`src/logic/hub75_consts.svh`:
```
`ifndef HUB75_CONSTS_SVH
`define HUB75_CONSTS_SVH

////////////////////////////////////////
// panel geometry
////////////////////////////////////////

// columns on one panel, one shift per column
`define PANEL_WIDTH 64

// physical rows, top and bottom half together
`define PANEL_ROWS 32

// 1/16 scan, each address lights one row per half
`define SCAN_ROWS 16

// bits per color channel, one bit plane each
`define COLOR_PLANES 2

////////////////////////////////////////
// FM6126 start-up and display timing
////////////////////////////////////////

// trailing columns with latch high, first config register
`define INIT_LATCH1 12

// trailing columns with latch high, second config register
`define INIT_LATCH2 13

// lit cycles of plane 0, plane p gets this shifted left by p
`define DISPLAY_BASE 32

`endif

```
`src/logic/hub75Pkg.sv`:
```
`default_nettype none
`include "hub75_consts.svh"

package hub75Pkg;

    // column index along one panel row
    typedef logic [$clog2(`PANEL_WIDTH)-1:0] colAddr;

    // scan row address, A..D lines
    typedef logic [$clog2(`SCAN_ROWS)-1:0] rowAddr;

    // host pixel position, {row[4:0], col[5:0]}
    typedef logic [$clog2(`PANEL_ROWS)+$clog2(`PANEL_WIDTH)-1:0] pixAddr;

    // red[1:0], green[1:0], blue[1:0]
    typedef logic [3*`COLOR_PLANES-1:0] pixColor;

    // one bit per channel, red in bit 2
    typedef logic [2:0] rgbBits;

    // everything that goes out on the HUB75 connector
    typedef struct packed {
        rgbBits rgb1;
        rgbBits rgb2;
        logic   latch;
        logic   pixClk;
        logic   blank;
        rowAddr row;
    } hub75Pins;

    // LEDs off, no clock, no latch
    localparam hub75Pins PINS_IDLE = '{rgb1: '0, rgb2: '0, latch: 1'b0,
                                       pixClk: 1'b0, blank: 1'b1, row: '0};

    typedef enum logic [2:0] {INIT_IDLE, SHIFT_LOW, SHIFT_HIGH, NEXT_REG, INIT_DONE} initState;

    typedef enum logic [2:0] {
        SCAN_SHIFT_LOW,
        SCAN_SHIFT_HIGH,
        SCAN_LATCH,
        SCAN_SHOW,
        SCAN_NEXT
    } scanState;

endpackage

`default_nettype wire

```
`src/logic/panelInit.sv`:
```
`timescale 1ns/1ps
`default_nettype none
`include "hub75_consts.svh"

module panelInit (
    input  logic               clk_in,
    input  logic               reset,
    output hub75Pkg::hub75Pins initPins,
    output logic               initDone
);

    // per-register data, indexed by column mod 16
    // reg one is all ones except column 0
    localparam logic [15:0] REG1_PATTERN = 16'hFFFE;
    // reg two has a single one at column 9
    localparam logic [15:0] REG2_PATTERN = 16'h0200;

    localparam hub75Pkg::colAddr LAST_COL = hub75Pkg::colAddr'(`PANEL_WIDTH - 1);
    localparam hub75Pkg::colAddr LATCH1_START =
        hub75Pkg::colAddr'(`PANEL_WIDTH - `INIT_LATCH1);
    localparam hub75Pkg::colAddr LATCH2_START =
        hub75Pkg::colAddr'(`PANEL_WIDTH - `INIT_LATCH2);

    hub75Pkg::initState state;
    hub75Pkg::colAddr   col;
    // 0 while sending reg one, 1 for reg two
    logic               regSel;
    // counts the two idle cycles between bursts
    logic               idleCnt;
    logic               dataBit;
    logic               latchOn;
    hub75Pkg::hub75Pins pinsNext;

    assign dataBit = regSel ? REG2_PATTERN[col[3:0]] : REG1_PATTERN[col[3:0]];
    // latch covers the tail of each burst
    assign latchOn = regSel ? (col >= LATCH2_START) : (col >= LATCH1_START);

    ////////////////////////////////////////
    // pin values for the current state
    ////////////////////////////////////////
    always_comb begin
        pinsNext = hub75Pkg::PINS_IDLE;
        if (state == hub75Pkg::SHIFT_LOW || state == hub75Pkg::SHIFT_HIGH) begin
            // same bit on every channel of both halves
            pinsNext.rgb1   = {3{dataBit}};
            pinsNext.rgb2   = {3{dataBit}};
            pinsNext.latch  = latchOn;
            pinsNext.pixClk = (state == hub75Pkg::SHIFT_HIGH);
        end
    end

    ////////////////////////////////////////
    // burst sequencer
    ////////////////////////////////////////
    always_ff @(posedge clk_in, posedge reset) begin
        if (reset) begin
            state    <= hub75Pkg::INIT_IDLE;
            col      <= '0;
            regSel   <= 1'b0;
            idleCnt  <= 1'b0;
            initDone <= 1'b0;
        end else begin
            case (state)
                hub75Pkg::INIT_IDLE: begin
                    col   <= '0;
                    state <= hub75Pkg::SHIFT_LOW;
                end
                // data set up, clock low
                hub75Pkg::SHIFT_LOW: begin
                    state <= hub75Pkg::SHIFT_HIGH;
                end
                // clock high, then next column or end of burst
                hub75Pkg::SHIFT_HIGH: begin
                    if (col == LAST_COL) begin
                        col     <= '0;
                        idleCnt <= 1'b0;
                        state   <= hub75Pkg::NEXT_REG;
                    end else begin
                        col   <= hub75Pkg::colAddr'(col + 1'b1);
                        state <= hub75Pkg::SHIFT_LOW;
                    end
                end
                // two idle cycles after each burst
                hub75Pkg::NEXT_REG: begin
                    idleCnt <= 1'b1;
                    if (idleCnt) begin
                        if (regSel) begin
                            initDone <= 1'b1;
                            state    <= hub75Pkg::INIT_DONE;
                        end else begin
                            regSel <= 1'b1;
                            state  <= hub75Pkg::SHIFT_LOW;
                        end
                    end
                end
                // parked, scanner owns the pins from here
                hub75Pkg::INIT_DONE: begin
                    state <= hub75Pkg::INIT_DONE;
                end
                default: begin
                    state <= hub75Pkg::INIT_IDLE;
                end
            endcase
        end
    end

    // registered pins, one cycle behind the state
    always_ff @(posedge clk_in, posedge reset) begin
        if (reset) begin
            initPins <= hub75Pkg::PINS_IDLE;
        end else begin
            initPins <= pinsNext;
        end
    end

endmodule

`default_nettype wire

```
`config.mk`:
```
export PLATFORM = sky130hd
export DESIGN_NAME = panelInit
export DESIGN_NICKNAME = d
export VERILOG_FILES = /design/src/logic/hub75Pkg.sv /design/src/logic/panelInit.sv
export VERILOG_INCLUDE_DIRS = /design/src /design/src/logic
export SDC_FILE = /design/constraint.sdc
export NUM_CORES = 1
export LEC_CHECK = 0
export ABC_AREA = 1
export BUFFER_PORTS_ARGS = -buffer_cell sky130_fd_sc_hd__buf_2
export CAP_MARGIN = 20
export CORE_UTILIZATION = 45
export DETAILED_ROUTE_END_ITERATION = 6
export PLACE_DENSITY_LB_ADDON = 0.12
export SYNTH_ARGS = -nofsm -noshare
export SYNTH_HDL_FRONTEND = slang
export SYNTH_SLANG_ARGS = --single-unit
```
`constraint.sdc`:
```
create_clock -name clk_in -period 1.3 [get_ports clk_in]
set_clock_uncertainty 0.15 [all_clocks]
set_input_delay 0.26 -clock clk_in [delete_from_list [all_inputs] [get_ports clk_in]]
set_output_delay 0.26 -clock clk_in [all_outputs]
set_load 0.02 [all_outputs]
```
==> flow_summary.ini, run 1 <==
[worst_hold_path]
min_path_type = primary input to asynchronous set/reset pin

[critical_path]
critPathSlowestCell = dfrtp_2
crit_family = flip-flops
worst-path-buf-inv = 1
end_kind = primary output
start_kind = register
path_class = register to primary output
critical_path.max_stage_delay_ns = 0.44
crit_arrival_ns = 0.88
worstPathCellList = buf_4
cp.required_ns = 0.89
path_max_fanout = 6

[synth]
ys_seq_area_share_pct = 43.7
synth_seq_cells = 15
synth.avg_cell_area_sq_um = 8.51
netlist_top_cells_count = 21 x nand2_1, 15 x dfrtp_1, 10 x buf_4, 10 x inv_1, 8 x nand3_1
synth_flop_cell = dfrtp_1
syn-cell-area_sq_um = 860
netlist_instances = 101
synth-edff-count = 0
async_reset_ff_share_pct = 100
yosysTopAreaCell = dfrtp_1
ys_warn_count = 0
synth_top_area_share_pct = 43.7
synth_most_common_cell = nand2_1
synth.distinct_cells = 22
ys_top_cells_by_area = dfrtp_1 44%, nand2_1 9.2%, buf_4 8.7%

[floorplan]
die-height_um = 45.7
core_area_sq_um = 1760
die_width_um = 45.7
io_pins = 16
die_area_sq_um = 2090
placementRows = 15
initial_core_util_pct = 48.7

[clocking]
root_buffer = clkbuf_4
clock-sinks = 15
clock_latency_ns = 0.28
htreeDepth = 1
cts_tree = done
clkTransAtPathRegs_ns = 0.09
clockBufferDepth = 2
cts_inserted_buffers = 3

[timing]
rsz0062_at_grt = yes
hold_viol = 0
timing.fmax_ghz = 0.773
finalCritPeriodShare_pct = 99.5
slew_viol_final = 0
fin_tns_setup_ns = 0
post-route-worst-setup-slack_ns = 0.00692
layout_min_cycle_time_ns = 1.29
setup_violations = 0

[layout]
fin_cells = 141
layout-drive-gt1-share_pct = 39.7
n_fill_cell = 167
antennaDiodeCount = 0
final_nets = 122
final_area_sq_um = 1030
area_growth_pct = 19.4

[placement]
dpl.cell_count = 134
placed_area_sq_um = 928
place_congestion = 0.821
dp_hpwl_um = 1170
port_buffers = 10
pre_cts_slack_ns = -0.00104

[global_route]
grt_pass1_vias = 616
grtUsageTotal_pct = 17.3
grt_pass1_wl_um = 2530
antenna_found_initial = 0
grt_max_degree = 10
grt_overflow = 0

[detailed_routing]
vias = 637
wirelength_um = 1500
first_iter_violations = 15
dr.pass1.iters = 4
vias_per_cell = 4.52
antenna_left = 0
drc_errors = 0
wl_per_cell_um = 10.6

[flow_run]
drv_cap = 0

[outcome]
outcome = complete, no violations

[power]
pwr_density_cell_nw_per_um2 = 736
p_leak_uw = 0.000487
ir_drop_mv = 0.630
p_total_uw = 755
worst min-delay path, stage by stage:
cell and delay [ns]:
dlygate4sd3_1 0.53, buf_2 0.12, inv_1 0.20
per-stage QoR:
step,hold WS [ns],utilization [%]
3_3_place_gp,0.0343,52.6
2_1_floorplan,0.0114,-
3_5_place_dp,0.0468,52.6
4_1_cts,0.275,56.0
6_report,0.283,58.2
5_1_grt,0.320,58.2
kinds of logic after synthesis:
family | count (synthesis) | share of synthesized area (%)
and+or+nand+nor | 43 | 24.9
buffers and inverters | 24 | 15.1
DFF | 15 | 43.7
AOI/OAI and AO/OA | 14 | 11.1
adders and majority gates | 3 | 4.37
other | 2 | 0.874
layer usage:
metal / share of wire, % / up-vias / GRT usage [%]
met3: 4.3 / 2 / 5.95
met1: 44 / 283 / 18.9
met5: 0 / - / 0
met2: 50 / 18 / 31.1
li1: - / 334 / -
met4: 0.94 / 0 / 5.29
final cells by class:
type,instances,area (sq um),share of cell area (%)
sequential,15,379,37.0
multi-input combinational,65,405,39.5
tap,25,31.3,3.05
clock buffer,3,22.5,2.20
timing repair buffer,18,128,12.4
inverter,14,55.1,5.37
clock inverter,1,5.00,0.488
cells in the final DEF (no fill, tap or decap), drive strengths merged, types with 3 or more instances in the layout:
| cell | n |
|---|---|
| nand3 | 10 |
| inv | 14 |
| buf | 17 |
| nand2 | 23 |
| nor2 | 7 |
| ha | 3 |
| conb | 5 |
| clkbuf | 3 |
| o21ai | 8 |
| dfrtp | 15 |
| a21oi | 5 |
final timing paths:
check | startpoint | endpoint | slack (ns) | cells after the start
worst max-delay path | initPins[11] | initPins[8] | 0.007 | 1
worst min-delay path | reset | initDone | 0.28 | 3
worst max register to register | col[1] | col[4] | 0.03 | 6
worst min register to register | initDone | initDone | 0.32 | 2
max in group asynchronous | reset | initPins[11] | 0.30 | 4
min in group clk_in | initDone | initDone | 0.32 | 2
sequential cells by signal, summed over array words and instances, names as in the netlist:
register	flops
col	6
idleCnt	1
initDone	1
initPins	3
regSel	1
state	3
repair_timing:
action,CTS,global route
hold buffers,1,0
endpoints found under the setup margin,1,8
pin swaps,1,2
resized for setup,2,12
endpoints found under the hold margin,6,0
setup buffers,2,0
power by group:
part / internal (uW) / total [uW] / leakage (uW) / switching (uW)
sequential: 466 / 466 / 0.000182 / 0
clock: 114 / 262 / 0.0000177 / 147
combinational: 5.16 / 27.3 / 0.000287 / 22.2
total: 586 / 755 / 0.000487 / 169
No activity file was read; power rests on OpenSTA's default activity.
==> run 2: changes to the inputs <==
==> constraint.sdc (replaced) <==
create_clock -name clk_in -period 1.3 [get_ports clk_in]
set_clock_uncertainty 0.15 [all_clocks]
set_input_delay 0.13 -clock clk_in [delete_from_list [all_inputs] [get_ports clk_in]]
set_output_delay 0.13 -clock clk_in [all_outputs]
set_load 0.02 [all_outputs]
==> flow_summary.ini, run 2 (synthesized netlist as in run 1, its figures left out) <==
[outcome]
outcome = complete, no violations

[timing]
fin_tns_setup_ns = 0
hold_viol = 0
timing.fmax_ghz = 0.795
setup_violations = 0
layout_min_cycle_time_ns = 1.26
rsz0062_at_grt = yes
finalCritPeriodShare_pct = 96.7
slew_viol_final = 0

[detailed_routing]
vias_per_cell = 4.52
first_iter_violations = 14
wirelength_um = 1480
antenna_left = 0
vias = 637
wl_per_cell_um = 10.5
drc_errors = 0
dr.pass1.iters = 4

[clocking]
cts_inserted_buffers = 3
htreeDepth = 1
cts_tree = done
clock_latency_ns = 0.28
clkTransAtPathRegs_ns = 0.09
clockBufferDepth = 2
root_buffer = clkbuf_4
clock-sinks = 15

[global_route]
grtUsageTotal_pct = 17.3
grt_pass1_wl_um = 2530
antenna_found_initial = 0
grt_overflow = 0
grt_pass1_vias = 616
grt_max_degree = 10

[power]
combPwrFrac_pct = 3.6
ir_drop_mv = 0.631
p_leak_uw = 0.000474
power.internal_uw = 586
pwr_density_cell_nw_per_um2 = 760
p_switching_uw = 170
p_total_uw = 756
seqPwrFrac_pct = 61.7
swShare_pct = 22.5
clkPwrFrac_pct = 34.7

[layout]
final_core_util_pct = 56.4
final_nets = 122
area_growth_pct = 15.7
fin_cells = 141
final_cell_mix = 21 x nand2_1, 13 x dfrtp_1, 10 x inv_1, 10 x buf_2
antennaDiodeCount = 0
reg_top3 = col: 6 flops, initPins: 3 flops, state: 3 flops
largest_register = col
layout_commonest_cell = nand2_1
layout-drive-gt1-share_pct = 37.9
largest_register_ffs = 6
n_fill_cell = 176

[critical_path]
critPathLaunch = col[0]
cp.required_ns = 1.32
worstPathCellList = ha_4 -> or2_4 -> nand3_2 -> o21ai_1
crit_family = flip-flops
crit_arrival_ns = 1.28
critical_path.max_stage_delay_ns = 0.45
r2r_start = col[0]
worst-path-buf-inv = 0
start_kind = register
reg2reg_depth = 4
path_class = register to register
r2r_slack_ns = 0.04
critPathSlowestCell = dfrtp_2
r2r_end = col[2]
path_max_fanout = 4
end_kind = register

[placement]
port_buffers = 10
dp_hpwl_um = 1170
place_congestion = 0.821
dpl.cell_count = 134

[floorplan]
die-height_um = 45.7
initial_core_util_pct = 48.7
die_width_um = 45.7
io_pins = 16
die_area_sq_um = 2090
core_area_sq_um = 1760
placementRows = 15

[worst_hold_path]
min_path_type = primary input to asynchronous set/reset pin

[flow_run]
drv_cap = 0
## run 2: repair_timing
action                                  in CTS  in global routing
resized for setup                            2                  2
endpoints found under the setup margin       1                  2
pin swaps                                    1                  0
endpoints found under the hold margin       15                  0
hold buffers                                 1                  0
cloned                                       0                  0
setup buffers                                2                  0
## run 2: worst max-delay path by stage
stage / to / slack (ns) / cells after the start
after floorplan: col[2] / 0.0007 / 4
after global placement: col[2] / 0.02 / 4
after detailed placement: col[2] / -0.001 / 4
after CTS: col[4] / 0.03 / 6
after global routing: col[4] / -0.03 / 6
final: col[2] / 0.04 / 4
## run 2: layout make-up
| cell class | instances | area (sq um) | area share [%] |
|---|---|---|---|
| Clock buffer | 3 | 22.5 | 2.26 |
| Clock inverter | 1 | 5.00 | 0.503 |
| Inverter | 14 | 55.1 | 5.53 |
| Multi-Input combinational cell | 65 | 390 | 39.2 |
| Sequential cell | 15 | 378 | 38.0 |
| Tap cell | 25 | 31.3 | 3.14 |
| Timing Repair Buffer | 18 | 113 | 11.3 |
## run 2: worst register-to-register path, stage by stage (launching register included)
cell	delay (ns)
dfrtp_2	0.45
ha_4	0.19
or2_4	0.24
nand3_2	0.06
o21ai_1	0.06
## run 2: layer usage
metal	global-route usage, %	vias up	routed length (um)
met1	18.9	284	635
met4	5.29	0	14
met5	0	-	0
met3	5.95	2	79
li1	-	331	-
met2	31.1	20	747
## run 2: metrics by stage
stage / cell area [sq um] / setup WS [ns] / hold slack, ns
final: 995 / 0.0427 / 0.151
after global routing: 995 / -0.0259 / 0.190
after CTS: 988 / 0.0323 / 0.145
after detailed placement: 928 / -0.00104 / -0.0832
after global placement: 928 / 0.0247 / -0.0957
after floorplan: 885 / 0.000685 / -0.119
## run 2: power groups by stage
stage	registers (uW)	logic, uW	clock network (uW)
global placement	475	25.5	0
global route	466	32.1	292
detailed placement	475	25.8	0
finish	466	27.3	263
floorplan	475	31.1	0
CTS	466	28.0	274
