==> config.mk <==
export PLATFORM = sky130hd
export DESIGN_NAME = scanDriver
export DESIGN_NICKNAME = d
export VERILOG_FILES = /design/src/logic/hub75Pkg.sv /design/src/logic/scanDriver.sv
export VERILOG_INCLUDE_DIRS = /design/src /design/src/logic
export SDC_FILE = /design/constraint.sdc
export NUM_CORES = 1
export LEC_CHECK = 0
export BUFFER_PORTS_ARGS = -buffer_cell sky130_fd_sc_hd__buf_2
export CAP_MARGIN = 15
export CORE_UTILIZATION = 47
export DETAILED_ROUTE_END_ITERATION = 10
export PLACE_DENSITY_LB_ADDON = 0.2
export SYNTH_ARGS = -nofsm -noshare
export SYNTH_HDL_FRONTEND = slang
export SYNTH_SLANG_ARGS = --single-unit
export TNS_END_PERCENT = 10
==> constraint.sdc <==
create_clock -name clk_in -period 1.5 [get_ports clk_in]
set_input_delay 0.225 -clock clk_in [delete_from_list [all_inputs] [get_ports clk_in]]
set_output_delay 0.225 -clock clk_in [all_outputs]
set_load 0.1 [all_outputs]
==> src/logic/hub75_consts.svh <==
`ifndef HUB75_CONSTS_SVH
`define HUB75_CONSTS_SVH

////////////////////////////////////////
// panel geometry
////////////////////////////////////////

// columns on one panel, one shift per column
`define PANEL_WIDTH 64

// physical rows, top and bottom half together
`define PANEL_ROWS 32

// 1/16 scan, each address lights one row per half
`define SCAN_ROWS 16

// bits per color channel, one bit plane each
`define COLOR_PLANES 2

////////////////////////////////////////
// FM6126 start-up and display timing
////////////////////////////////////////

// trailing columns with latch high, first config register
`define INIT_LATCH1 12

// trailing columns with latch high, second config register
`define INIT_LATCH2 13

// lit cycles of plane 0, plane p gets this shifted left by p
`define DISPLAY_BASE 32

`endif

==> src/logic/hub75Pkg.sv <==
`default_nettype none
`include "hub75_consts.svh"

package hub75Pkg;

    // column index along one panel row
    typedef logic [$clog2(`PANEL_WIDTH)-1:0] colAddr;

    // scan row address, A..D lines
    typedef logic [$clog2(`SCAN_ROWS)-1:0] rowAddr;

    // host pixel position, {row[4:0], col[5:0]}
    typedef logic [$clog2(`PANEL_ROWS)+$clog2(`PANEL_WIDTH)-1:0] pixAddr;

    // red[1:0], green[1:0], blue[1:0]
    typedef logic [3*`COLOR_PLANES-1:0] pixColor;

    // one bit per channel, red in bit 2
    typedef logic [2:0] rgbBits;

    // everything that goes out on the HUB75 connector
    typedef struct packed {
        rgbBits rgb1;
        rgbBits rgb2;
        logic   latch;
        logic   pixClk;
        logic   blank;
        rowAddr row;
    } hub75Pins;

    // LEDs off, no clock, no latch
    localparam hub75Pins PINS_IDLE = '{rgb1: '0, rgb2: '0, latch: 1'b0,
                                       pixClk: 1'b0, blank: 1'b1, row: '0};

    typedef enum logic [2:0] {INIT_IDLE, SHIFT_LOW, SHIFT_HIGH, NEXT_REG, INIT_DONE} initState;

    typedef enum logic [2:0] {
        SCAN_SHIFT_LOW,
        SCAN_SHIFT_HIGH,
        SCAN_LATCH,
        SCAN_SHOW,
        SCAN_NEXT
    } scanState;

endpackage

`default_nettype wire

==> src/logic/scanDriver.sv <==
`timescale 1ns/1ps
`default_nettype none
`include "hub75_consts.svh"

module scanDriver (
    input  logic               clk_in,
    input  logic               reset,
    input  hub75Pkg::hub75Pins initPins,
    input  logic               initDone,
    output hub75Pkg::rowAddr   rdRow,
    output hub75Pkg::colAddr   rdCol,
    input  hub75Pkg::pixColor  topColor,
    input  hub75Pkg::pixColor  botColor,
    output hub75Pkg::hub75Pins panel
);

    localparam int PLANE_BITS = $clog2(`COLOR_PLANES);
    // longest lit period, last plane
    localparam int DISP_MAX   = `DISPLAY_BASE << (`COLOR_PLANES - 1);
    localparam int DISP_BITS  = $clog2(DISP_MAX + 1);

    typedef logic [PLANE_BITS-1:0] planeIdx;
    typedef logic [DISP_BITS-1:0]  dispCount;

    localparam hub75Pkg::colAddr LAST_COL   = hub75Pkg::colAddr'(`PANEL_WIDTH - 1);
    localparam planeIdx          LAST_PLANE = planeIdx'(`COLOR_PLANES - 1);

    hub75Pkg::scanState state;
    hub75Pkg::colAddr   col;
    // row being shifted and read
    hub75Pkg::rowAddr   scanRow;
    // row currently on the address lines
    hub75Pkg::rowAddr   shownRow;
    planeIdx            plane;
    dispCount           dispCnt;
    dispCount           dispLast;
    hub75Pkg::hub75Pins ctrlNext;
    hub75Pkg::hub75Pins ctrlQ;
    logic               shiftNext;
    logic               shiftQ;
    hub75Pkg::hub75Pins scanPins;

    // bit p of each channel of one pixel
    function automatic hub75Pkg::rgbBits planeBits(hub75Pkg::pixColor color, planeIdx p);
        planeBits = {color[2*`COLOR_PLANES + p], color[`COLOR_PLANES + p], color[p]};
    endfunction

    assign rdRow    = scanRow;
    assign rdCol    = col;
    // lit time doubles with each plane
    assign dispLast = dispCount'((`DISPLAY_BASE << plane) - 1);

    ////////////////////////////////////////
    // row / plane / column sequencer
    ////////////////////////////////////////
    always_ff @(posedge clk_in, posedge reset) begin
        if (reset) begin
            state    <= hub75Pkg::SCAN_SHIFT_LOW;
            col      <= '0;
            scanRow  <= '0;
            shownRow <= '0;
            plane    <= '0;
            dispCnt  <= '0;
        end else if (initDone) begin
            case (state)
                // read issued for col
                hub75Pkg::SCAN_SHIFT_LOW: begin
                    state <= hub75Pkg::SCAN_SHIFT_HIGH;
                end
                // read data for col is valid here
                hub75Pkg::SCAN_SHIFT_HIGH: begin
                    if (col == LAST_COL) begin
                        col   <= '0;
                        state <= hub75Pkg::SCAN_LATCH;
                    end else begin
                        col   <= hub75Pkg::colAddr'(col + 1'b1);
                        state <= hub75Pkg::SCAN_SHIFT_LOW;
                    end
                end
                // row lines move with the latch
                hub75Pkg::SCAN_LATCH: begin
                    shownRow <= scanRow;
                    dispCnt  <= '0;
                    state    <= hub75Pkg::SCAN_SHOW;
                end
                hub75Pkg::SCAN_SHOW: begin
                    if (dispCnt == dispLast) begin
                        state <= hub75Pkg::SCAN_NEXT;
                    end else begin
                        dispCnt <= dispCount'(dispCnt + 1'b1);
                    end
                end
                // all planes of a row, then next row, 15 wraps to 0
                hub75Pkg::SCAN_NEXT: begin
                    if (plane == LAST_PLANE) begin
                        plane   <= '0;
                        scanRow <= hub75Pkg::rowAddr'(scanRow + 1'b1);
                    end else begin
                        plane <= planeIdx'(plane + 1'b1);
                    end
                    state <= hub75Pkg::SCAN_SHIFT_LOW;
                end
                default: begin
                    state <= hub75Pkg::SCAN_SHIFT_LOW;
                end
            endcase
        end
    end

    ////////////////////////////////////////
    // control pins per state
    ////////////////////////////////////////
    always_comb begin
        ctrlNext     = hub75Pkg::PINS_IDLE;
        ctrlNext.row = shownRow;
        shiftNext    = 1'b0;
        case (state)
            hub75Pkg::SCAN_SHIFT_LOW: begin
                shiftNext = 1'b1;
            end
            hub75Pkg::SCAN_SHIFT_HIGH: begin
                shiftNext       = 1'b1;
                ctrlNext.pixClk = 1'b1;
            end
            hub75Pkg::SCAN_LATCH: begin
                ctrlNext.latch = 1'b1;
                ctrlNext.row   = scanRow;
            end
            hub75Pkg::SCAN_SHOW: begin
                ctrlNext.blank = 1'b0;
            end
            default: begin
            end
        endcase
    end

    // ctrlQ lines up with the memory output, so data and clock match
    always_comb begin
        scanPins = ctrlQ;
        if (shiftQ) begin
            scanPins.rgb1 = planeBits(topColor, plane);
            scanPins.rgb2 = planeBits(botColor, plane);
        end
    end

    always_ff @(posedge clk_in, posedge reset) begin
        if (reset) begin
            ctrlQ  <= hub75Pkg::PINS_IDLE;
            shiftQ <= 1'b0;
            panel  <= hub75Pkg::PINS_IDLE;
        end else begin
            ctrlQ  <= ctrlNext;
            shiftQ <= shiftNext;
            // init sequencer owns the connector until it is done
            panel  <= initDone ? scanPins : initPins;
        end
    end

endmodule

`default_nettype wire

==> results of run 1 <==
[per-layer routing]
layer | global-route usage, % | vias to the layer above
met5 | 0 | -
li1 | - | 787
met1 | 23.92 | 729
met4 | 6.122 | 0
met3 | 6.579 | 4
met2 | 29.73 | 50
[final cells by class]
cell class | count | area, um^2 | area share (%)
clock buffers | 5 | 68.82 | 2.549
inverters | 10 | 37.54 | 1.390
multi-input cells | 116 | 890.9 | 32.99
repair buffers | 76 | 460.4 | 17.05
well taps | 50 | 62.56 | 2.317
flip-flops and latches | 46 | 1159 | 42.91
clock inverters | 3 | 21.27 | 0.7878
[registers in the layout, indices dropped and copies added (netlist names)]
| signal | flops |
|---|---|
| ctrlQ | 7 |
| dispCnt | 7 |
| panel | 13 |
| plane | 1 |
| rdCol | 6 |
| rdRow | 4 |
| shiftQ | 1 |
| shownRow | 4 |
| state | 3 |
[critical path, cell delays in order, from the launching register on]
cell	delay [ps]
dfrtp_1	360
ha_2	200
nand2_2	80
o311ai_1	350
nor4b_1	90
a311o_1	320
[cells in the mapped netlist (4+ instances only)]
cell type  count  share of area [%]
inv_1         10                1.8
o21ai_0        8                1.9
o22ai_1        6                1.8
buf_2          5                1.2
nor3b_1        4                1.4
and2_1         5                1.5
nand2_1       15                2.7
mux2_1         5                2.7
nand3_1        6                1.4
mux2_2        11                5.9
mux2i_1        6                2.9
nor2_1         7                1.2
dfrtp_1       44                 52
xnor2_1        4                1.7
[stage by stage]
stage               setup WS, ps  total power (uW)
floorplan                 -205.5              2078
global placement          -2.646              2351
detailed placement        -28.88              2356
CTS                       -17.53              3119
global route              -114.6              3349
finish                    -12.95              3143
[cells by family (layout without fill, tap and decap cells)]
kind of cell,after synthesis,count (layout)
buffers and inverters,18,94
multiplexers,23,23
adder cells (fa/ha/maj),3,3
flip-flops,46,46
AO/OA/AOI/OAI,28,28
XOR/XNOR,7,7
AND/OR/NAND/NOR,55,55
[worst paths after layout]
| path | cells past startpoint | from | slack (ps) | end |
|---|---|---|---|---|
| worst min-delay path | 2 | initPins[2] | 150 | panel[2] |
| min in group asynchronous | 3 | reset | 490 | panel[5] |
| worst max-delay path | 5 | dispCnt[1] | -10 | dispCnt[5] |
| max in group asynchronous | 4 | reset | 510 | rdRow[0] |
| worst min register to register | 1 | ctrlQ[3] | 480 | panel[3] |
| worst max register to register | 5 | dispCnt[1] | -10 | dispCnt[5] |
[power groups by stage]
stage	sequential, uW	combinational, uW	clock [uW]
2_1_floorplan	1730	349	0
3_3_place_gp	1500	854	0
3_5_place_dp	1500	857	0
4_1_cts	1480	869	771
5_1_grt	1500	1000	844
6_report	1480	916	746
[what timing repair did]
item	4_1_cts	5_1_grt
hold endpoints to repair	18	0
cloned	0	0
resized for setup	2	3
setup buffers	1	3
pin swaps	0	1
hold buffers	1	0
setup endpoints to repair	3	9
==> results.tsv, run 1 <==
stage	metric	value	unit
die	IO Count	51	
logic_synthesis	Mapped Area	0.002106	mm^2
logic_synthesis	mux share of post-synthesis cell area	12.12	%
clock_network	Num CTS Buffers	5	
sta	setup ws final	-12.95	ps
global_route	gr ovfl total	0	
setup_path	type of origin of the critical path	flip-flop	
run_status	violated checks	negative setup slack	
clock_network	Worst-path clk slew	80	ps
layout	proportion of layout cells with a drive suffix above 1	42.19	%
layout	Final Util	65.16	%
clock_network	clk sinks	46	
power_and_ir_drop	Comb pwr share	29.1	%
die	Initial Util	50.82	%
setup_path	Setup crit end kind	flip-flop	
logic_synthesis	Synth Area per Inst	11.70	um^2
power_and_ir_drop	Peak VDD IR	0.8720	mV
die	die area	0.004752	mm^2
power_and_ir_drop	clock network fraction of total power	23.7	%
global_route	largest net degree at the start of global routing	23	
sta	Slew Limit Fails	0	
logic_synthesis	post-synthesis simple-gate area fraction	16.22	%
sta	Slew @ Worst Pin	482.3	ps
detailed_routing	drt pass-1 iters	4	
placed_design	port buffer count	50	
layout	area grow syn2layout	28.22	%
power_and_ir_drop	leak pwr	0.001381	uW
global_route	initial antenna violation count	0	
global_route	total track usage	18.80	%
sta	final critical-path required period	1513	ps
logic_synthesis	sequential cell area fraction in the yosys report	54.78	%
sta	Hold Slack	151.3	ps
sta	setup violators final	2	
placed_design	post-placement cell count	293	
setup_path	crit-path max FO	2	
logic_synthesis	syn nets	211	
detailed_routing	DRT antenna net count	0	
sta	relative slew slack	67.80	%
layout	Final Non-Filler Cells	306	
detailed_routing	Iter 0 DRT Violations	122	
global_route	vias in the first global route	1430	
placed_design	HPWL after detailed placement	2780	um
placed_design	GP Congestion	0.7454	
detailed_routing	Highest Signal Layer	met4	
detailed_routing	final WL	3825	um
die	CORE AREA	0.004144	mm^2
layout	Fill cells	344	
layout	most frequent cells in the layout	50 x buf_2, 40 x dfrtp_1, 24 x buf_4	
logic_synthesis	Post-synth top flop	dfrtp_1	
layout	n_diodes	0	
job	maxcap violations	0	
layout	post-route cell area	0.002700	mm^2
power_and_ir_drop	Flop pwr share	47.1	%
clock_network	clock latency on the worst-skew pair	300	ps
die	die height	68.94	um
detailed_routing	met1 wire length	1821	um
layout	leading cell type in the layout, fill and taps excluded	buf_2	
power_and_ir_drop	cell internal pwr	2090	uW
sta	RSZ-0062 raised after global routing	yes	
power_and_ir_drop	Net Sw Frac	33.51	%
power_and_ir_drop	pwr dens	1164	mW/mm^2
worst_hold_path	Hold Path Class	in -> reg	
detailed_routing	vias per cell	5.131	
clock_network	Clock Tree Buf Depth	2	
logic_synthesis	largest family of logic cells by synthesized area	simple AND/OR/NAND/NOR gates	
sta	Max Freq	0.6610	GHz
detailed_routing	Vias	1570	
die	die width	68.94	um
clock_network	CTS tree	done	
clock_network	Clk Tree Root Cell	clkbuf_8	
logic_synthesis	Synth Area in XOR/XNOR	2.911	%
power_and_ir_drop	Switching Power	1053	uW
logic_synthesis	async set-reset flop share out of synthesis	100.0	%
logic_synthesis	post-synth cell types	41	
setup_path	Worst EP required	1680	ps
setup_path	critical path type	reg -> reg	
layout	fin nets	286	
logic_synthesis	post-synthesis register bit count	46	
setup_path	Worst Path Arrival	1700	ps
detailed_routing	# DRC	0	
sta	Max Clock Skew	3.296	ps
detailed_routing	met2 wire len	1754	um
sta	Fin. Hold Viols	0	
clock_network	htree depth	2	
placed_design	DP Area	0.002557	mm^2
detailed_routing	metal3 WL	218	um
detailed_routing	WL/cell	12.50	um
logic_synthesis	EDFF count, synth	0	
run_status	outcome	finished with violations	
die	num rows	23	
logic_synthesis	post-synthesis compound-gate area fraction	8.675	%
logic_synthesis	Syn. warnings	0	
logic_synthesis	adder-cell area share of the yosys netlist	1.783	%
sta	crit share post-route	100.9	%
sta	setup TNS	-23.10	ps
global_route	first-pass GRT wire length	6354	um
logic_synthesis	synthesized instance count	180	
Note: power is estimated with default switching activity, not from simulation.
==> inputs of run 2 (changes only) <==
CORE_MARGIN = 1   (was not set)
CORE_UTILIZATION = 35   (was 47)
==> results.tsv, run 2 (same netlist as run 1, synthesis figures left out) <==
stage	metric	value	unit
power_and_ir_drop	Peak VDD IR	0.4213	mV
run_status	outcome	finished with violations	
power_and_ir_drop	leak pwr	0.001394	uW
placed_design	port buffer count	50	
layout	Fill cells	513	
layout	post-route cell area	0.002770	mm^2
sta	Slew @ Worst Pin	496.5	ps
setup_path	end of the critical path	dispCnt[1]	
setup_path	R2R depth	5	
global_route	gr ovfl total	0	
detailed_routing	met2 wire len	1940	um
layout	Biggest register	panel	
run_status	violated checks	negative setup slack	
detailed_routing	DRT antenna net count	0	
sta	setup violators final	3	
clock_network	clk sinks	46	
layout	proportion of layout cells with a drive suffix above 1	43.36	%
clock_network	CTS tree	done	
detailed_routing	vias per cell	4.851	
layout	leading cell type in the layout, fill and taps excluded	buf_2	
layout	n_diodes	0	
setup_path	Worst EP required	1690	ps
die	die area	0.006331	mm^2
detailed_routing	metal3 WL	197	um
power_and_ir_drop	Final Power	3313	uW
worst_hold_path	Hold Path Class	in -> reg	
global_route	initial antenna violation count	0	
setup_path	type of origin of the critical path	flip-flop	
layout	max reg flops	13	
setup_path	Reg-to-Reg Start	plane	
global_route	vias in the first global route	1600	
setup_path	worst reg2reg endpoint	dispCnt[1]	
power_and_ir_drop	cell internal pwr	2279	uW
detailed_routing	WL/cell	12.70	um
sta	Max Freq	0.6446	GHz
layout	area occupied by multi-input gates	899.6	um^2
placed_design	GP Congestion	0.7101	
setup_path	Worst Path Arrival	1740	ps
clock_network	Num CTS Buffers	5	
detailed_routing	Iter 0 DRT Violations	59	
detailed_routing	Vias	1591	
detailed_routing	# DRC	0	
die	num rows	27	
setup_path	Crit. Startpoint	plane	
placed_design	HPWL after detailed placement	2983	um
die	die width	79.57	um
setup_path	Setup crit end kind	flip-flop	
layout	area grow syn2layout	31.55	%
sta	Max Clock Skew	9.717	ps
power_and_ir_drop	Flop pwr share	44.7	%
setup_path	Worst path max stage delay	420	ps
setup_path	worst path cell trace	xor2_2, nor4b_4, buf_4, a21oi_2, mux2_4	
die	die height	79.57	um
sta	final critical-path required period	1551	ps
global_route	total track usage	15.30	%
sta	Slew Limit Fails	0	
setup_path	Crit-path slowest cell	dfrtp_1	
clock_network	clock latency on the worst-skew pair	290	ps
placed_design	DP Area	0.002592	mm^2
die	CORE AREA	0.005642	mm^2
detailed_routing	drt pass-1 iters	4	
sta	relative slew slack	67.13	%
clock_network	Clock Tree Buf Depth	2	
job	maxcap violations	0	
die	Initial Util	37.33	%
detailed_routing	Highest Signal Layer	met4	
sta	crit share post-route	103.4	%
power_and_ir_drop	pwr dens	1196	mW/mm^2
layout	Final Util	49.10	%
layout	fin nets	286	
sta	setup ws final	-51.27	ps
setup_path	critical path type	reg -> reg	
layout	most frequent cells in the layout	49 x buf_2, 39 x dfrtp_1, 23 x buf_4	
power_and_ir_drop	Switching Power	1034	uW
clock_network	htree depth	2	
global_route	largest net degree at the start of global routing	24	
die	IO Count	51	
clock_network	Worst-path clk slew	90	ps
detailed_routing	met1 wire length	1997	um
setup_path	r2r setup slk	-50	ps
detailed_routing	final WL	4167	um
sta	Fin. Hold Viols	0	
global_route	first-pass GRT wire length	7362	um
power_and_ir_drop	Net Sw Frac	31.21	%
sta	RSZ-0062 raised after global routing	yes	
setup_path	crit-path max FO	2	
power_and_ir_drop	Comb pwr share	26.9	%
layout	register area	0.001160	mm^2
layout	largest registers	panel: 13 flops, ctrlQ: 7 flops, dispCnt: 7 flops	
power_and_ir_drop	clock network fraction of total power	28.4	%
clock_network	Clk Tree Root Cell	clkbuf_8	
-- run 2: how the worst min path moves through the flow --
stage,slack [ps],end,startpoint,cells after the start
after global placement,190,panel[6],reset,2
final,160,panel[0],initPins[0],2
after detailed placement,190,panel[6],reset,2
after CTS,150,panel[0],initPins[0],2
after global routing,140,panel[0],initPins[0],2
after floorplan,360,panel[10],initPins[10],2
-- run 2: metrics by stage --
step | setup TNS (ps) | hold WS (ps) | setup WS, ps | std cells
after global placement | -103.3 | 188.8 | -54.22 | 316
final | -63.36 | 156.9 | -51.27 | 328
after detailed placement | -295.0 | 186.0 | -95.85 | 316
after CTS | -70.06 | 147.4 | -38.06 | 328
after global routing | -470.0 | 142.0 | -115.9 | 328
after floorplan | -719.5 | 363.6 | -205.5 | 180
-- run 2: routing by layer --
layer,vias up,global-route usage (%)
li1,787,-
met1,756,19.65
met2,46,23.33
met4,0,6.182
met5,-,0
met3,2,5.371
-- run 2: final cells by class --
| cell class | instances | area share [%] |
|---|---|---|
| repair buffers | 76 | 16.85 |
| flip-flops and latches | 46 | 41.87 |
| clock buffers | 7 | 3.117 |
| well taps | 72 | 3.252 |
| multi-input cells | 116 | 32.48 |
| inverters | 10 | 1.355 |
| clock inverters | 1 | 1.084 |
-- run 2: power groups by stage --
stage	Combinational, uW	Clock [uW]	Sequential (uW)
after floorplan	349	0	1730
after global placement	861	0	1490
after detailed placement	867	0	1500
after CTS	893	976	1480
after global routing	976	1040	1500
final	892	940	1480
-- run 2: what timing repair did --
item	4_1_cts	5_1_grt
setup endpoints to repair	5	10
resized for setup	3	8
hold buffers	1	0
buffers inserted	3	0
hold endpoints to repair	10	0
pin swaps	5	2
-- run 2: critical path, delay by kind of cell, from the launching register on --
kind	cells	cell delay, ps
buffers and inverters	1	170
AND/OR/NAND/NOR	1	310
flip-flops	1	420
XOR/XNOR	1	200
multiplexers	1	300
AO/OA/AOI/OAI	1	50
==> inputs of run 3 (changes only) <==
CELL_PAD_IN_SITES_DETAIL_PLACEMENT = 1   (was not set)
CELL_PAD_IN_SITES_GLOBAL_PLACEMENT = 1   (was not set)
==> results.tsv, run 3 (same netlist as run 1, synthesis figures left out) <==
stage	metric	value	unit
setup_path	Bufs and invs on worst path	1	
worst_hold_path	Hold Path Class	in -> reg	
die	die area	0.006331	mm^2
sta	relative slew slack	67.28	%
setup_path	cell family with the largest share of critical-path delay	flip-flops	
setup_path	type of origin of the critical path	flip-flop	
global_route	gr ovfl total	0	
layout	area grow syn2layout	32.26	%
clock_network	Clock Tree Buf Depth	2	
layout	Fill cells	636	
sta	Slew Limit Fails	0	
layout	most frequent cells in the layout	50 x buf_2, 39 x dfrtp_1, 24 x buf_4	
global_route	met2 Track Usage GR	29.40	%
detailed_routing	# DRC	0	
detailed_routing	Vias	1663	
die	IO Count	51	
setup_path	r2r setup slk	-7	ps
sta	Max Freq	0.6637	GHz
clock_network	Clk Tree Root Cell	clkbuf_8	
placed_design	port buffer count	50	
run_status	violated checks	negative setup slack	
run_status	outcome	finished with violations	
setup_path	CP Depth	5	
layout	max reg flops	13	
layout	Biggest register	panel	
placed_design	GP Congestion	0.7464	
detailed_routing	DRT antenna net count	0	
power_and_ir_drop	Peak VDD IR	0.4905	mV
die	die width	79.57	um
sta	Max Clock Skew	8.492	ps
setup_path	worst path cell trace	xor2_2, nor4b_4, buf_6, a21oi_4, mux2_4	
power_and_ir_drop	pwr dens	1166	mW/mm^2
detailed_routing	vias per cell	5.055	
power_and_ir_drop	leak pwr	0.001397	uW
layout	leading cell type in the layout, fill and taps excluded	buf_2	
setup_path	R2R depth	5	
layout	register area	0.001160	mm^2
detailed_routing	drt pass-1 iters	4	
layout	largest registers	panel: 13 flops, ctrlQ: 7 flops, dispCnt: 7 flops	
die	Initial Util	37.33	%
layout	area occupied by multi-input gates	932.1	um^2
clock_network	clk sinks	46	
setup_path	crit-path max FO	7	
global_route	gr busiest metal	met2	
setup_path	Reg-to-Reg Start	dispCnt[5]	
global_route	largest net degree at the start of global routing	32	
die	CORE AREA	0.005642	mm^2
setup_path	end of the critical path	dispCnt[1]	
clock_network	clock latency on the worst-skew pair	300	ps
die	die height	79.57	um
sta	Slew @ Worst Pin	494.3	ps
placed_design	pre-CTS WS	-50.88	ps
global_route	met3 usage	3.771	%
sta	Fin. Hold Viols	0	
setup_path	Worst path max stage delay	420	ps
sta	RSZ-0062 raised after global routing	yes	
placed_design	DP Area	0.002592	mm^2
power_and_ir_drop	Final Power	3247	uW
setup_path	Crit-path slowest cell	dfrtp_1	
setup_path	Setup crit end kind	flip-flop	
sta	crit share post-route	100.4	%
placed_design	HPWL after detailed placement	3450	um
layout	Final Util	49.37	%
setup_path	Crit. Startpoint	dispCnt[5]	
sta	setup ws final	-6.616	ps
global_route	first-pass GRT wire length	8176	um
global_route	vias in the first global route	1751	
setup_path	critical path type	reg -> reg	
global_route	initial antenna violation count	0	
layout	fin nets	287	
global_route	M1 GR Usage	20.42	%
setup_path	Worst Path Arrival	1700	ps
sta	final critical-path required period	1507	ps
clock_network	CTS tree	done	
setup_path	worst reg2reg endpoint	dispCnt[1]	
clock_network	Worst-path clk slew	100	ps
clock_network	htree depth	2	
clock_network	Num CTS Buffers	5	
layout	post-route cell area	0.002785	mm^2
detailed_routing	WL/cell	14.31	um
layout	proportion of layout cells with a drive suffix above 1	44.75	%
sta	setup violators final	1	
detailed_routing	Iter 0 DRT Violations	75	
detailed_routing	final WL	4708	um
layout	n_diodes	0	
global_route	total track usage	16.71	%
die	num rows	27	
setup_path	Worst EP required	1690	ps
job	maxcap violations	0	
==> run 3: changes by cell type in the layout (fill, tap and decap cells not counted), sizes merged <==
cell | previous run | this run
bufinv | 1 | 0
clkinvlp | 0 | 1
buf | 74 | 76
clkbuf | 8 | 5
clkinv | 0 | 1
inv | 10 | 11
==> run 3: worst min-delay path by stage <==
stage | startpoint | end | slack, ps | cells after the start
2_1_floorplan | initPins[10] | panel[10] | 360 | 2
3_3_place_gp | reset | panel[5] | 230 | 2
3_5_place_dp | reset | rdCol[4] | 230 | 2
4_1_cts | initPins[1] | panel[1] | 140 | 2
5_1_grt | initPins[0] | panel[0] | 140 | 2
6_report | initPins[1] | panel[1] | 150 | 2
==> run 3: metal layers <==
metal	vias to the layer above	part of all wire, %
met2	40	50
li1	785	-
met4	0	1.0
met5	-	0
met3	6	4.6
met1	832	45
==> run 3: layout make-up <==
| cell class | count | share of cell area (%) |
|---|---|---|
| clock inverters | 3 | 0.8985 |
| inverters | 10 | 1.348 |
| flip-flops and latches | 46 | 41.64 |
| repair buffers | 77 | 16.94 |
| clock buffers | 5 | 2.471 |
| multi-input cells | 116 | 33.47 |
| well taps | 72 | 3.235 |
==> run 3: what timing repair did <==
item,in CTS,in global routing
setup endpoints to repair,3,13
hold buffers,1,0
pin swaps,1,4
endpoints found under the hold margin,13,0
buffers inserted,0,4
resized for setup,5,9
==> run 3: metrics by stage <==
step | hold WS [ps] | instances | TNS (ps)
after floorplan | 363.6 | 180 | -719.5
after global placement | 231.9 | 316 | -8.068
after detailed placement | 233.8 | 316 | -102.5
after CTS | 138.4 | 325 | -40.01
after global routing | 140.4 | 329 | -153.6
final | 150.3 | 329 | -6.616
==> run 3: power breakdown <==
group	internal (uW)	switching [uW]
Clock	337	466
Sequential	1380	122
Combinational	389	554
